$ cat src/psramPkg.sv
/*
 * Shared PSRAM controller types: opcode and sequencer enums, request and pin structs, register map
 */
package psramPkg;

	// --------------------------------------------------
	// Serial frame format
	// --------------------------------------------------
	// Opcode, address and one data word
	localparam int FRAME_BITS = 64;
	localparam int DATA_BITS  = 32;

	// PSRAM command opcodes
	typedef enum logic [7:0] {
		READ  = 8'h03,
		WRITE = 8'h02
	} psramOp_e;

	// Sequencer states
	typedef enum logic [2:0] {
		IDLE,
		LOAD,
		SCKLOW,
		SCKHIGH,
		FINISH
	} seqState_e;

	// Request as it goes out on MOSI, MSB first
	typedef struct packed {
		psramOp_e    opcode;
		logic [23:0] adrs;
		logic [31:0] wdata;
	} psramReq_t;

	// Pins driven by the controller
	typedef struct packed {
		logic sck;
		logic csN;
		logic mosi;
	} spiPins_t;

	// --------------------------------------------------
	// Register map, byte offsets
	// --------------------------------------------------
	localparam logic [4:0] REG_CTRL = 5'h00;
	localparam logic [4:0] REG_ADRS = 5'h04;
	localparam logic [4:0] REG_DATA = 5'h08;
	localparam logic [4:0] REG_CMD  = 5'h0C;
	localparam logic [4:0] REG_STAT = 5'h10;

	// AXI response codes
	localparam logic [1:0] RESP_OKAY   = 2'b00;
	localparam logic [1:0] RESP_SLVERR = 2'b10;

endpackage

$ cat src/psramCkeGen.sv
/*
 * Divided clock-enable generator for the serial clock half-periods
 */
`timescale 1ns/1ps

module psramCkeGen (
	input  logic        sysClk,
	input  logic        rst,
	input  logic        run,
	input  logic [15:0] div,
	output logic        cke
);

	// Remaining system clocks in the current half-period
	logic [15:0] cnt;

	// --------------------------------------------------
	// Down counter
	// --------------------------------------------------
	// Held at div while idle, so the first pulse is div+1 clocks after run
	always_ff @(posedge sysClk)
	begin
		if (rst)
		begin
			cnt <= 16'd0;
		end
		else if (!run)
		begin
			cnt <= div;
		end
		else if (cnt == 16'd0)
		begin
			// Period done, start the next one
			cnt <= div;
		end
		else
		begin
			cnt <= cnt - 16'd1;
		end
	end

	// One cycle wide, only while a frame runs
	assign cke = run && (cnt == 16'd0);

endmodule

$ cat src/psramSeqFsm.sv
/*
 * Frame sequencer: chip select, SCK phases, bit count, busy and done
 */
`timescale 1ns/1ps

module psramSeqFsm (
	input  logic sysClk,
	input  logic rst,
	input  logic start,
	input  logic cke,
	output logic run,
	output logic load,
	output logic shiftOut,
	output logic sampleIn,
	output logic sck,
	output logic csN,
	output logic busy,
	output logic done
);
	import psramPkg::*;

	seqState_e  state;
	// Falling SCK edges seen in this frame
	logic [6:0] bitCnt;
	logic       lastBit;
	// Pins come straight from flops
	logic       sckReg;
	logic       csNReg;

	assign lastBit = (bitCnt == 7'(FRAME_BITS - 1));

	// --------------------------------------------------
	// State register and pin flops
	// --------------------------------------------------
	always_ff @(posedge sysClk)
	begin
		if (rst)
		begin
			state  <= IDLE;
			bitCnt <= 7'd0;
			sckReg <= 1'b0;
			csNReg <= 1'b1;
		end
		else
		begin
			case (state)
				IDLE:
				begin
					// Select the device one clock after start
					if (start)
					begin
						state  <= LOAD;
						csNReg <= 1'b0;
					end
				end
				LOAD:
				begin
					state  <= SCKLOW;
					bitCnt <= 7'd0;
				end
				SCKLOW:
				begin
					// Rising edge, both sides sample
					if (cke)
					begin
						state  <= SCKHIGH;
						sckReg <= 1'b1;
					end
				end
				SCKHIGH:
				begin
					// Falling edge, next bit goes out
					if (cke)
					begin
						sckReg <= 1'b0;
						bitCnt <= bitCnt + 7'd1;
						state  <= lastBit ? FINISH : SCKLOW;
					end
				end
				FINISH:
				begin
					// Deselect one clock after the last fall
					csNReg <= 1'b1;
					state  <= IDLE;
				end
				default:
				begin
					state <= IDLE;
				end
			endcase
		end
	end

	// --------------------------------------------------
	// Decoded strobes
	// --------------------------------------------------
	// Timer runs only during the clocking states
	assign run      = (state == SCKLOW) || (state == SCKHIGH);
	assign load     = (state == LOAD);
	assign sampleIn = (state == SCKLOW) && cke;
	assign shiftOut = (state == SCKHIGH) && cke;
	assign busy     = (state != IDLE);
	assign done     = (state == FINISH);

	assign sck = sckReg;
	assign csN = csNReg;

endmodule

$ cat src/psramShifter.sv
/*
 * Serial data path: 64-bit transmit shifter and 32-bit receive register
 */
`timescale 1ns/1ps

module psramShifter (
	input  logic                sysClk,
	input  logic                rst,
	input  psramPkg::psramReq_t req,
	input  logic                load,
	input  logic                shiftOut,
	input  logic                sampleIn,
	input  logic                miso,
	output logic                mosi,
	output logic [31:0]         rdata
);
	import psramPkg::*;

	// Opcode in the top byte, data word at the bottom
	logic [FRAME_BITS-1:0] txReg;
	// Keeps only the newest bits, the data phase at the end
	logic [DATA_BITS-1:0]  rxReg;

	// --------------------------------------------------
	// Transmit side
	// --------------------------------------------------
	always_ff @(posedge sysClk)
	begin
		if (rst)
		begin
			// MOSI idles low
			txReg <= '0;
		end
		else if (load)
		begin
			txReg <= req;
		end
		else if (shiftOut)
		begin
			// MSB first, zeros fill in behind
			txReg <= {txReg[FRAME_BITS-2:0], 1'b0};
		end
	end

	// Top bit is always on the line
	assign mosi = txReg[FRAME_BITS-1];

	// --------------------------------------------------
	// Receive side
	// --------------------------------------------------
	// Samples on every rising SCK, the opcode and address bits fall out the top
	always_ff @(posedge sysClk)
	begin
		if (sampleIn)
		begin
			rxReg <= {rxReg[DATA_BITS-2:0], miso};
		end
	end

	assign rdata = rxReg;

endmodule

$ cat src/psramCsr.sv
/*
 * AXI4-Lite register file with control, address, data, command and status registers and the interrupt
 */
`timescale 1ns/1ps

module psramCsr (
	input  logic                sysClk,
	input  logic                rst,
	// AXI4-Lite slave
	input  logic [4:0]          s_awaddr,
	input  logic                s_awvalid,
	output logic                s_awready,
	input  logic [31:0]         s_wdata,
	input  logic [3:0]          s_wstrb,
	input  logic                s_wvalid,
	output logic                s_wready,
	output logic [1:0]          s_bresp,
	output logic                s_bvalid,
	input  logic                s_bready,
	input  logic [4:0]          s_araddr,
	input  logic                s_arvalid,
	output logic                s_arready,
	output logic [31:0]         s_rdata,
	output logic [1:0]          s_rresp,
	output logic                s_rvalid,
	input  logic                s_rready,
	// Sequencer and data path
	input  logic                busy,
	input  logic                done,
	input  logic [31:0]         rdata,
	output psramPkg::psramReq_t req,
	output logic                start,
	output logic [15:0]         div,
	output logic                irq
);
	import psramPkg::*;

	logic        wrAccept;
	logic        rdAccept;
	logic        wrErr;
	logic        opValid;
	psramOp_e    cmdOp;
	logic [31:0] wrOld;
	logic [31:0] wrNew;

	// Software visible state
	logic [15:0] divReg;
	logic        irqEn;
	logic [23:0] adrsReg;
	logic [31:0] dataReg;
	psramOp_e    opReg;
	logic        doneFlag;

	// Byte lanes with a strobe take the new data
	function automatic logic [31:0] mergeStrb(input logic [31:0] old, input logic [31:0] wd,
		input logic [3:0] strb);
		logic [31:0] res;
		res = old;
		for (int i = 0; i < 4; i++)
		begin
			if (strb[i])
			begin
				res[8*i +: 8] = wd[8*i +: 8];
			end
		end
		return res;
	endfunction

	// Register contents as seen by a read
	function automatic logic [31:0] regWord(input logic [4:0] addr);
		case (addr)
			REG_CTRL: return {15'd0, irqEn, divReg};
			REG_ADRS: return {8'd0, adrsReg};
			REG_DATA: return dataReg;
			REG_CMD:  return {24'd0, opReg};
			REG_STAT: return {30'd0, doneFlag, busy};
			default:  return 32'd0;
		endcase
	endfunction

	// --------------------------------------------------
	// Write channel
	// --------------------------------------------------
	// Address and data together with one response outstanding
	assign wrAccept  = s_awvalid && s_wvalid && !s_bvalid;
	assign s_awready = wrAccept;
	assign s_wready  = wrAccept;

	// Opcode sits in the low byte of a CMD write
	assign cmdOp   = psramOp_e'(s_wdata[7:0]);
	assign opValid = s_wstrb[0] && ((cmdOp == READ) || (cmdOp == WRITE));
	assign start   = wrAccept && (s_awaddr == REG_CMD) && opValid && !busy;

	always_comb
	begin
		wrOld = regWord(s_awaddr);
	end

	assign wrNew = mergeStrb(wrOld, s_wdata, s_wstrb);

	always_comb
	begin
		case (s_awaddr)
			REG_CTRL, REG_ADRS, REG_DATA, REG_STAT: wrErr = 1'b0;
			// Busy or unknown opcode is refused
			REG_CMD: wrErr = busy || !opValid;
			default: wrErr = 1'b1;
		endcase
	end

	always_ff @(posedge sysClk)
	begin
		if (rst)
		begin
			divReg   <= 16'd0;
			irqEn    <= 1'b0;
			adrsReg  <= 24'd0;
			dataReg  <= 32'd0;
			opReg    <= READ;
			doneFlag <= 1'b0;
		end
		else
		begin
			if (wrAccept)
			begin
				case (s_awaddr)
					REG_CTRL: {irqEn, divReg} <= wrNew[16:0];
					REG_ADRS: adrsReg <= wrNew[23:0];
					REG_DATA: dataReg <= wrNew;
					default: ;
				endcase
			end
			if (start)
			begin
				opReg <= cmdOp;
			end
			// Read result replaces the word
			if (done && (opReg == READ))
			begin
				dataReg <= rdata;
			end
			// Sticky until the next frame starts
			if (start)
			begin
				doneFlag <= 1'b0;
			end
			else if (done)
			begin
				doneFlag <= 1'b1;
			end
		end
	end

	// Write response
	always_ff @(posedge sysClk)
	begin
		if (rst)
		begin
			s_bvalid <= 1'b0;
		end
		else if (wrAccept)
		begin
			s_bvalid <= 1'b1;
		end
		else if (s_bready)
		begin
			s_bvalid <= 1'b0;
		end
	end

	always_ff @(posedge sysClk)
	begin
		if (wrAccept)
		begin
			s_bresp <= wrErr ? RESP_SLVERR : RESP_OKAY;
		end
	end

	// --------------------------------------------------
	// Read channel
	// --------------------------------------------------
	assign s_arready = !s_rvalid;
	assign rdAccept  = s_arvalid && !s_rvalid;

	always_ff @(posedge sysClk)
	begin
		if (rst)
		begin
			s_rvalid <= 1'b0;
		end
		else if (rdAccept)
		begin
			s_rvalid <= 1'b1;
		end
		else if (s_rready)
		begin
			s_rvalid <= 1'b0;
		end
	end

	// Data held stable until taken
	always_ff @(posedge sysClk)
	begin
		if (rdAccept)
		begin
			s_rdata <= regWord(s_araddr);
			s_rresp <= (s_araddr inside {REG_CTRL, REG_ADRS, REG_DATA, REG_CMD, REG_STAT})
				? RESP_OKAY : RESP_SLVERR;
		end
	end

	// --------------------------------------------------
	// Outputs to the engine
	// --------------------------------------------------
	assign req.opcode = opReg;
	assign req.adrs   = adrsReg;
	assign req.wdata  = dataReg;
	assign div        = divReg;
	// Level interrupt
	assign irq        = doneFlag && irqEn;

endmodule

$ cat src/psramUnit.sv
/*
 * PSRAM controller top: registers, timer, sequencer and shifter
 */
`timescale 1ns/1ps

module psramUnit (
	input  logic               sysClk,
	input  logic               rst,
	// AXI4-Lite slave
	input  logic [4:0]         s_awaddr,
	input  logic               s_awvalid,
	output logic               s_awready,
	input  logic [31:0]        s_wdata,
	input  logic [3:0]         s_wstrb,
	input  logic               s_wvalid,
	output logic               s_wready,
	output logic [1:0]         s_bresp,
	output logic               s_bvalid,
	input  logic               s_bready,
	input  logic [4:0]         s_araddr,
	input  logic               s_arvalid,
	output logic               s_arready,
	output logic [31:0]        s_rdata,
	output logic [1:0]         s_rresp,
	output logic               s_rvalid,
	input  logic               s_rready,
	// Serial pins
	output psramPkg::spiPins_t spi,
	input  logic               spiMiso,
	// Interrupt
	output logic               irq
);
	import psramPkg::*;

	psramReq_t   req;
	logic        start;
	logic [15:0] div;
	logic        run;
	logic        cke;
	logic        load;
	logic        shiftOut;
	logic        sampleIn;
	logic        sck;
	logic        csN;
	logic        mosi;
	logic        busy;
	logic        done;
	logic [31:0] rdata;

	// --------------------------------------------------
	// Register file
	// --------------------------------------------------
	psramCsr csr (
		.sysClk   (sysClk),
		.rst      (rst),
		.s_awaddr (s_awaddr),
		.s_awvalid(s_awvalid),
		.s_awready(s_awready),
		.s_wdata  (s_wdata),
		.s_wstrb  (s_wstrb),
		.s_wvalid (s_wvalid),
		.s_wready (s_wready),
		.s_bresp  (s_bresp),
		.s_bvalid (s_bvalid),
		.s_bready (s_bready),
		.s_araddr (s_araddr),
		.s_arvalid(s_arvalid),
		.s_arready(s_arready),
		.s_rdata  (s_rdata),
		.s_rresp  (s_rresp),
		.s_rvalid (s_rvalid),
		.s_rready (s_rready),
		.busy     (busy),
		.done     (done),
		.rdata    (rdata),
		.req      (req),
		.start    (start),
		.div      (div),
		.irq      (irq)
	);

	// --------------------------------------------------
	// Serial engine
	// --------------------------------------------------
	// Half-period pacing
	psramCkeGen ckeGen (
		.sysClk(sysClk),
		.rst   (rst),
		.run   (run),
		.div   (div),
		.cke   (cke)
	);

	psramSeqFsm seqFsm (
		.sysClk  (sysClk),
		.rst     (rst),
		.start   (start),
		.cke     (cke),
		.run     (run),
		.load    (load),
		.shiftOut(shiftOut),
		.sampleIn(sampleIn),
		.sck     (sck),
		.csN     (csN),
		.busy    (busy),
		.done    (done)
	);

	psramShifter shifter (
		.sysClk  (sysClk),
		.rst     (rst),
		.req     (req),
		.load    (load),
		.shiftOut(shiftOut),
		.sampleIn(sampleIn),
		.miso    (spiMiso),
		.mosi    (mosi),
		.rdata   (rdata)
	);

	// Pin bundle
	assign spi.sck  = sck;
	assign spi.csN  = csN;
	assign spi.mosi = mosi;

endmodule

$ cat config.mk
export PLATFORM = sky130hd
export DESIGN_NAME = psramUnit
export DESIGN_NICKNAME = d
export VERILOG_FILES = /design/src/psramPkg.sv /design/src/psramCkeGen.sv /design/src/psramSeqFsm.sv /design/src/psramShifter.sv /design/src/psramCsr.sv /design/src/psramUnit.sv
export SDC_FILE = /design/constraint.sdc
export NUM_CORES = 1
export LEC_CHECK = 0
export ABC_AREA = 1
export ABC_CLOCK_PERIOD_IN_PS = 5600
export BUFFER_PORTS_ARGS = -buffer_cell sky130_fd_sc_hd__buf_4
export CAP_MARGIN = 20
export CORE_AREA = 4 4 142 144
export DETAILED_ROUTE_END_ITERATION = 8
export DIE_AREA = 0 0 146 148
export PLACE_DENSITY = 0.88
export SLEW_MARGIN = 5
export SYNTH_ARGS = -nofsm -noshare
export SYNTH_HDL_FRONTEND = slang
export SYNTH_SLANG_ARGS = --single-unit
$ cat constraint.sdc
create_clock -name sysClk -period 5.6 [get_ports sysClk]
set_clock_uncertainty 0.1 [all_clocks]
set_input_delay 0 -clock sysClk [delete_from_list [all_inputs] [get_ports sysClk]]
set_output_delay 0 -clock sysClk [all_outputs]
set_load 0.005 [all_outputs]
==> results of run 1 <==
final timing paths:
check	startpoint	endpoint	slack (ps)	cells past startpoint
worst max register to register	seqFsm.state[1]$_SDFFE_PP0P_	csr.dataReg[2]$_SDFFE_PP0P_	2250	9
worst min-delay path	s_wstrb[3]	csr.dataReg[29]$_SDFFE_PP0P_	30	4
worst min register to register	shifter.rdata[24]$_DFFE_PP_	shifter.rdata[25]$_DFFE_PP_	350	0
worst max-delay path	seqFsm.state[1]$_SDFFE_PP0P_	csr.dataReg[2]$_SDFFE_PP0P_	2250	9
cells by family after synthesis:
group / share of synthesized area
other cells: 0.000334
buf+inv: 0.0913
flops: 0.491
fa+ha+maj: 0.00335
compound gates: 0.162
simple gates: 0.244
xor+xnor: 0.00781
flip-flops by register name, summed over array words and instances, names as in the netlist, 3 cells and up:
register	cells
ckeGen.cnt	16
csr.adrsReg	24
csr.dataReg	32
csr.div	16
csr.opReg	8
csr.s_rdata	32
seqFsm.bitCnt	7
seqFsm.state	3
shifter.rdata	32
shifter.txReg	64
where the power goes:
group	total (uW)	leakage (uW)	internal [uW]	switching, uW
clock	1720	0.000428	1010	710
sequential	2090	0.00205	1990	97.4
combinational	1280	0.00273	394	884
cells in the mapped netlist (all sizes together) (2+ instances only):
| cell | n |
|---|---|
| nand2 | 368 |
| nor2 | 127 |
| o21ai | 133 |
| nand4 | 17 |
| o211ai | 3 |
| xnor2 | 4 |
| xor2 | 6 |
| clkbuf | 40 |
| inv | 147 |
| edfxtp | 66 |
| a21oi | 178 |
| o22ai | 3 |
| ha | 3 |
| a22o | 7 |
| nand3 | 91 |
| o21a | 2 |
| o221ai | 9 |
| dfxtp | 176 |
| or2 | 18 |
| o2111ai | 5 |
| buf | 49 |
| nor3 | 15 |
cell type report:
type / instances / area, um^2
fill: 1309 / 5220
multi-input combinational: 994 / 4690
inverter: 147 / 552
clock buffer: 37 / 773
sequential: 242 / 5510
clock inverter: 11 / 86.3
timing repair buffer: 182 / 1580
tap: 234 / 293
stage by stage:
step,total power [uW],cell area (um^2),util,std cells,worst slack (ps)
final,5090,13500,0.721,1847,2250
after global routing,5290,13500,0.721,1847,2060
after CTS,5020,13500,0.720,1846,2430
after detailed placement,3300,11800,0.633,1722,2880
after global placement,3270,11800,0.632,1720,2970
after floorplan,3050,11200,-,1472,1790
worst min-delay path, cell delays in order:
cell,delay [ps]
buf_4,150
nand2_1,90
o21ai_2,250
a21oi_1,110
per-layer routing:
layer	up-vias	track usage	part of all wire
met1	5056	0.390	0.38
li1	5065	-	-
met4	0	0.127	0.049
met2	769	0.480	0.46
met5	-	0	0
met3	179	0.0527	0.12
==> run metrics, run 1 <==
status finished, final reports clean; CTS tree built; Post-CTS Setup Repair Bufs 0; Die Area 21600 um^2; number of DRC markers in iteration 0 1581; clk sinks 242; io pins 99; core box area 18700 um^2; Tcrit/Tclk final 0.598; Post-CTS Hold Buffers 76; Slew headroom 0.256; share of layout cells above drive strength 1 0.122; vias in the first global route 10500; worst skew pair latency 530 ps; hpwl dp 20000 um; share of the synthesized area in the top cell type 0.314; Top delay family on crit path simple AND/OR/NAND/NOR gates; minimum hold slack 26.9 ps; Vias/cell 5.99; Initial Util 0.599; final setup vio count 0; Hold WC Path Type input port to flip-flop; routability-driven placement congestion ratio 0.906; n_diodes 0; drt first pass iters 7; Final TNS setup 0 ps; fraction of registers with async set/reset 0; Worst-path clk slew 60 ps; WP buf/inv 4; # nets final 1650; most frequent cells in the layout 366 x nand2_1, 178 x a21oi_1, 176 x dfxtp_1, 139 x inv_1, 122 x o21ai_0; yosys warns 0; Area growth syn-to-layout 20.3%; first-pass GRT wire length 52800 um; RSZ-0062 raised after global routing false; CP max stage delay 650 ps; VDD IR max 0.281 mV; crit path DAT 3700 ps; ANT nets after route 0; Max-Cap Viols 0; power per cell area 377 nW/um^2; CP startpoint kind flip-flop; Fin. Hold Viols 0; Setup CP Type flip-flop to flip-flop; wire per inst 17.9 um; synth top area cells dfxtp_1 31%, edfxtp_1 18%, nand2_1 12%, a21oi_1 7.9%, o21ai_0 5.4%; crit end category flip-flop; CP required 5950 ps; clock tree buffer depth 3; worst path cell trace inv_1 > nand3_1 > inv_2 > nand2_2 > inv_2 > nor2_8 > nand3_1 > dlygate4sd3_1 > a21oi_1; synth unique cells 41; Total Routed Length 33000 um; Num CTS Buffers 26; gr usage total 0.295; EDFF count, synth 66; max-slew violations 0; Max Fclk 0.299 GHz; critical path's slowest cell nand2_2; initial antenna violation count 0; most common cell after layout, fill and taps aside nand2_1; leading area contributor after synthesis dfxtp_1; largest net degree at the start of global routing 98; crit path time final 3350 ps; post-synthesis sequential area ratio 0.491; Die Wd 146 um; syn_area_per_cell 7.62 um^2; H-tree depth 1; Post-Synthesis Cell Area 11200 um^2; DRC violations left 0; Rows 50; Worst-Margin Slew 1120 ps; PortBufs 96; Critical Path Fanout Max 41; Most used DFF post-synth dfxtp_1; post-CTS resize count 0; Synth Register Bits 242; CTS Root Cell clkbuf_16; cell count after synthesis 1471; Die H 148 um; total gr overflow 0; via count 11100; leak pwr 0.00521 uW
No activity file was read; power rests on OpenSTA's default activity.
==> run 2: changes to the inputs <==
ABC_AREA = 0   (was 1)
ABC_CLOCK_PERIOD_IN_PS = 3050   (was 5600)
CORE_AREA = 4 4 146 148   (was 4 4 142 144)
DIE_AREA = 0 0 150 152   (was 0 0 146 148)
PLACE_DENSITY = 0.83   (was 0.88)
clock period = 3.05 ns   (was 5.6 ns; I/O delays follow)
==> run metrics, run 2 <==
wire per inst 20.4 um (+14%); leading area contributor after synthesis dfxtp_1; power per cell area 530 nW/um^2 (+40%); Vias/cell 6.32 (+5.4%); fraction of registers with async set/reset 0 (unchanged); DRC violations left 0 (unchanged); initial antenna violation count 0 (unchanged); Area growth syn-to-layout 23.7%; drt first pass iters 6 (-1); EDFF count, synth 66 (unchanged); Synth Register Bits 242 (unchanged); final setup vio count 0 (unchanged); PortBufs 96 (unchanged); hpwl dp 18900 um (-5.5%); Die H 152 um (+2.7%); cell count after synthesis 1082 (-26%); synth unique cells 63 (+54%); n_diodes 0 (unchanged); io pins 99 (unchanged); Slew headroom 0.355 (+0.0986); via count 9438 (-15%); hold path start s_awvalid; Layout Utilization 0.646 (-0.0749); Critical Path Fanout Max 5 (-88%); Total Routed Length 30500 um (-7.5%); vias in the first global route 9220 (-12%); CTS tree built; synth cell count leaders 176 x dfxtp_1, 121 x nand2_1, 108 x a21oi_1; Die Wd 150 um (+2.7%); VDD IR max 0.373 mV (+33%); yosys warns 0 (unchanged); count leader, synth dfxtp_1; Hold WC Path Type input port to flip-flop; worst skew pair latency 520 ps (about the same); Die Area 22800 um^2 (+5.5%); leak pwr 0.00473 uW (-9.2%); worst reg2reg endpoint csr.dataReg[0]$_SDFFE_PP0P_; Initial Util 0.522 (-0.0774); Fin. Hold Viols 0 (unchanged); share of the synthesized area in the top cell type 0.337 (+0.0226); Biggest register shifter.txReg; post-synthesis sequential area ratio 0.526 (+0.0352); most frequent cells in the layout 175 x dfxtp_1, 121 x nand2_1, 113 x buf_4, 107 x a21oi_1, 82 x a22oi_1; Tcrit/Tclk final 0.945; max-slew violations 0 (unchanged); routability-driven placement congestion ratio 0.926 (+2.1%); Max Fclk 0.347 GHz; gr usage total 0.260 (-0.0348); status finished, final reports clean; CP required 3330 ps (-2620 ps); CP startpoint kind input port; CTS Root Cell clkbuf_16; clk sinks 242 (unchanged); crit path DAT 3170 ps (-530 ps); Final TNS setup 0 ps (unchanged); most common cell after layout, fill and taps aside dfxtp_1; H-tree depth 1 (unchanged); Crit Reg-Reg Startpoint csr.s_bvalid$_SDFFE_PP0P_; syn_area_per_cell 9.67 um^2 (+27%); largest net degree at the start of global routing 60 (-39%); first-pass GRT wire length 48200 um (-8.7%); R2R depth 6 (-3); Worst Hold Depth 6 (+2); ANT nets after route 0 (unchanged); clock tree buffer depth 3 (unchanged); Rows 52 (+4.0%); setup ws final 168 ps (-2080 ps); Num CTS Buffers 25 (-3.8%); Worst-Margin Slew 966 ps (-150 ps); max reg flops 64 (unchanged); synth top area cells dfxtp_1 34%, edfxtp_1 19%, a22oi_1 5.9%, a21oi_1 5.2%, nand2_1 4.3%; Worst-path clk slew 60 ps (about the same); # nets final 1264 (-23%); Most used DFF post-synth dfxtp_1; core box area 20000 um^2 (+7.1%); RSZ-0062 raised after global routing false; total gr overflow 0 (unchanged); Hold EP csr.adrsReg[6]$_SDFFE_PP0P_; number of DRC markers in iteration 0 1093 (-31%); Setup CP Type input port to flip-flop; Post-Synthesis Cell Area 10500 um^2 (-6.7%); crit path time final 2880 ps; crit end category flip-flop; share of layout cells above drive strength 1 0.157 (+0.0347); dpl ws 437 ps (-2440 ps); Max-Cap Viols 0 (unchanged); Reg2Reg Setup Slack 240 ps (-2010 ps)
-- run 2: changes by cell type after synthesis, sizes merged, moves of 32 or more --
cell | previous run | this run
nand2 | 368 | 121
inv | 147 | 16
a22oi | 0 | 82
o21ai | 133 | 59
nand3 | 91 | 19
a21oi | 178 | 108
nor2 | 127 | 74
mux2i | 0 | 32
-- run 2: layout make-up --
type,instances,area [um^2]
repair buffers,185,1620
fillers,1550,7100
well taps,270,338
inverters,16,60.1
clock inverters,13,170
flip-flops and latches,242,5510
multi-input cells,737,4580
clock buffers,31,668
-- run 2: through the flow --
step / power [uW] / instance area [um^2] / std cells / hold slack [ps]
floorplan: 3550 / 10500 / 1083 / -1.13
global placement: 3710 / 11400 / 1384 / 89.1
detailed placement: 3720 / 11400 / 1384 / 91.9
CTS: 6850 / 12900 / 1494 / 59.9
global route: 7020 / 12900 / 1494 / 75.5
finish: 6860 / 12900 / 1494 / 80.1
-- run 2: report_power, final --
group	switching (uW)	total (uW)	internal, uW	leakage [uW]
registers	12.8	3330	3320	0.00204
clock network	1240	3130	1890	0.000413
logic	217	394	178	0.00227
-- run 2: timing repair --
item	4_1_cts	5_1_grt
setup buffers	0	0
hold buffers	66	0
resized for setup	0	3
hold endpoints to repair	160	0
setup endpoints to repair	0	1
-- run 2: worst max path at each step --
stage,startpoint,end,slack (ps),depth (start not counted)
6_report,s_wdata[2],csr.opReg[0]$_SDFFE_PP1P_,170,8
5_1_grt,seqFsm.state[2]$_SDFFE_PP0P_,csr.dataReg[3]$_SDFFE_PP0P_,70,7
4_1_cts,seqFsm.state[1]$_SDFFE_PP0P_,csr.dataReg[3]$_SDFFE_PP0P_,100,7
3_5_place_dp,ckeGen.cnt[0]$_SDFF_PP0_,shifter.rdata[18]$_DFFE_PP_,440,8
3_3_place_gp,ckeGen.cnt[0]$_SDFF_PP0_,shifter.rdata[31]$_DFFE_PP_,570,8
2_1_floorplan,ckeGen.cnt[0]$_SDFF_PP0_,shifter.rdata[0]$_DFFE_PP_,270,8
-- run 2: kinds of logic (layout without fill, tap and decap cells) --
family,after synthesis,in the layout,share of synthesized area
other,1,2,0.000358
buffers and inverters,104,245,0.0410
adders and majority gates,3,3,0.00359
DFF,242,242,0.526
muxes,39,39,0.0446
AOI/OAI and AO/OA,361,361,0.226
xor gates and xnor gates,13,13,0.0109
and+or+nand+nor,319,319,0.147
-- run 2: layer usage --
metal,part of all wire,up-vias,track usage
met5,0,-,0
met4,0.041,0,0.108
met1,0.39,4511,0.349
met2,0.47,548,0.415
met3,0.099,120,0.0471
li1,-,4259,-
-- run 2: critical path, stage by stage --
cell and delay (ps):
dlygate4sd3_1 540, buf_4 160, or4b_1 540, or4_4 550
nor4_4 470, mux2i_1 250, dlygate4sd3_1 590, nand2_1 50
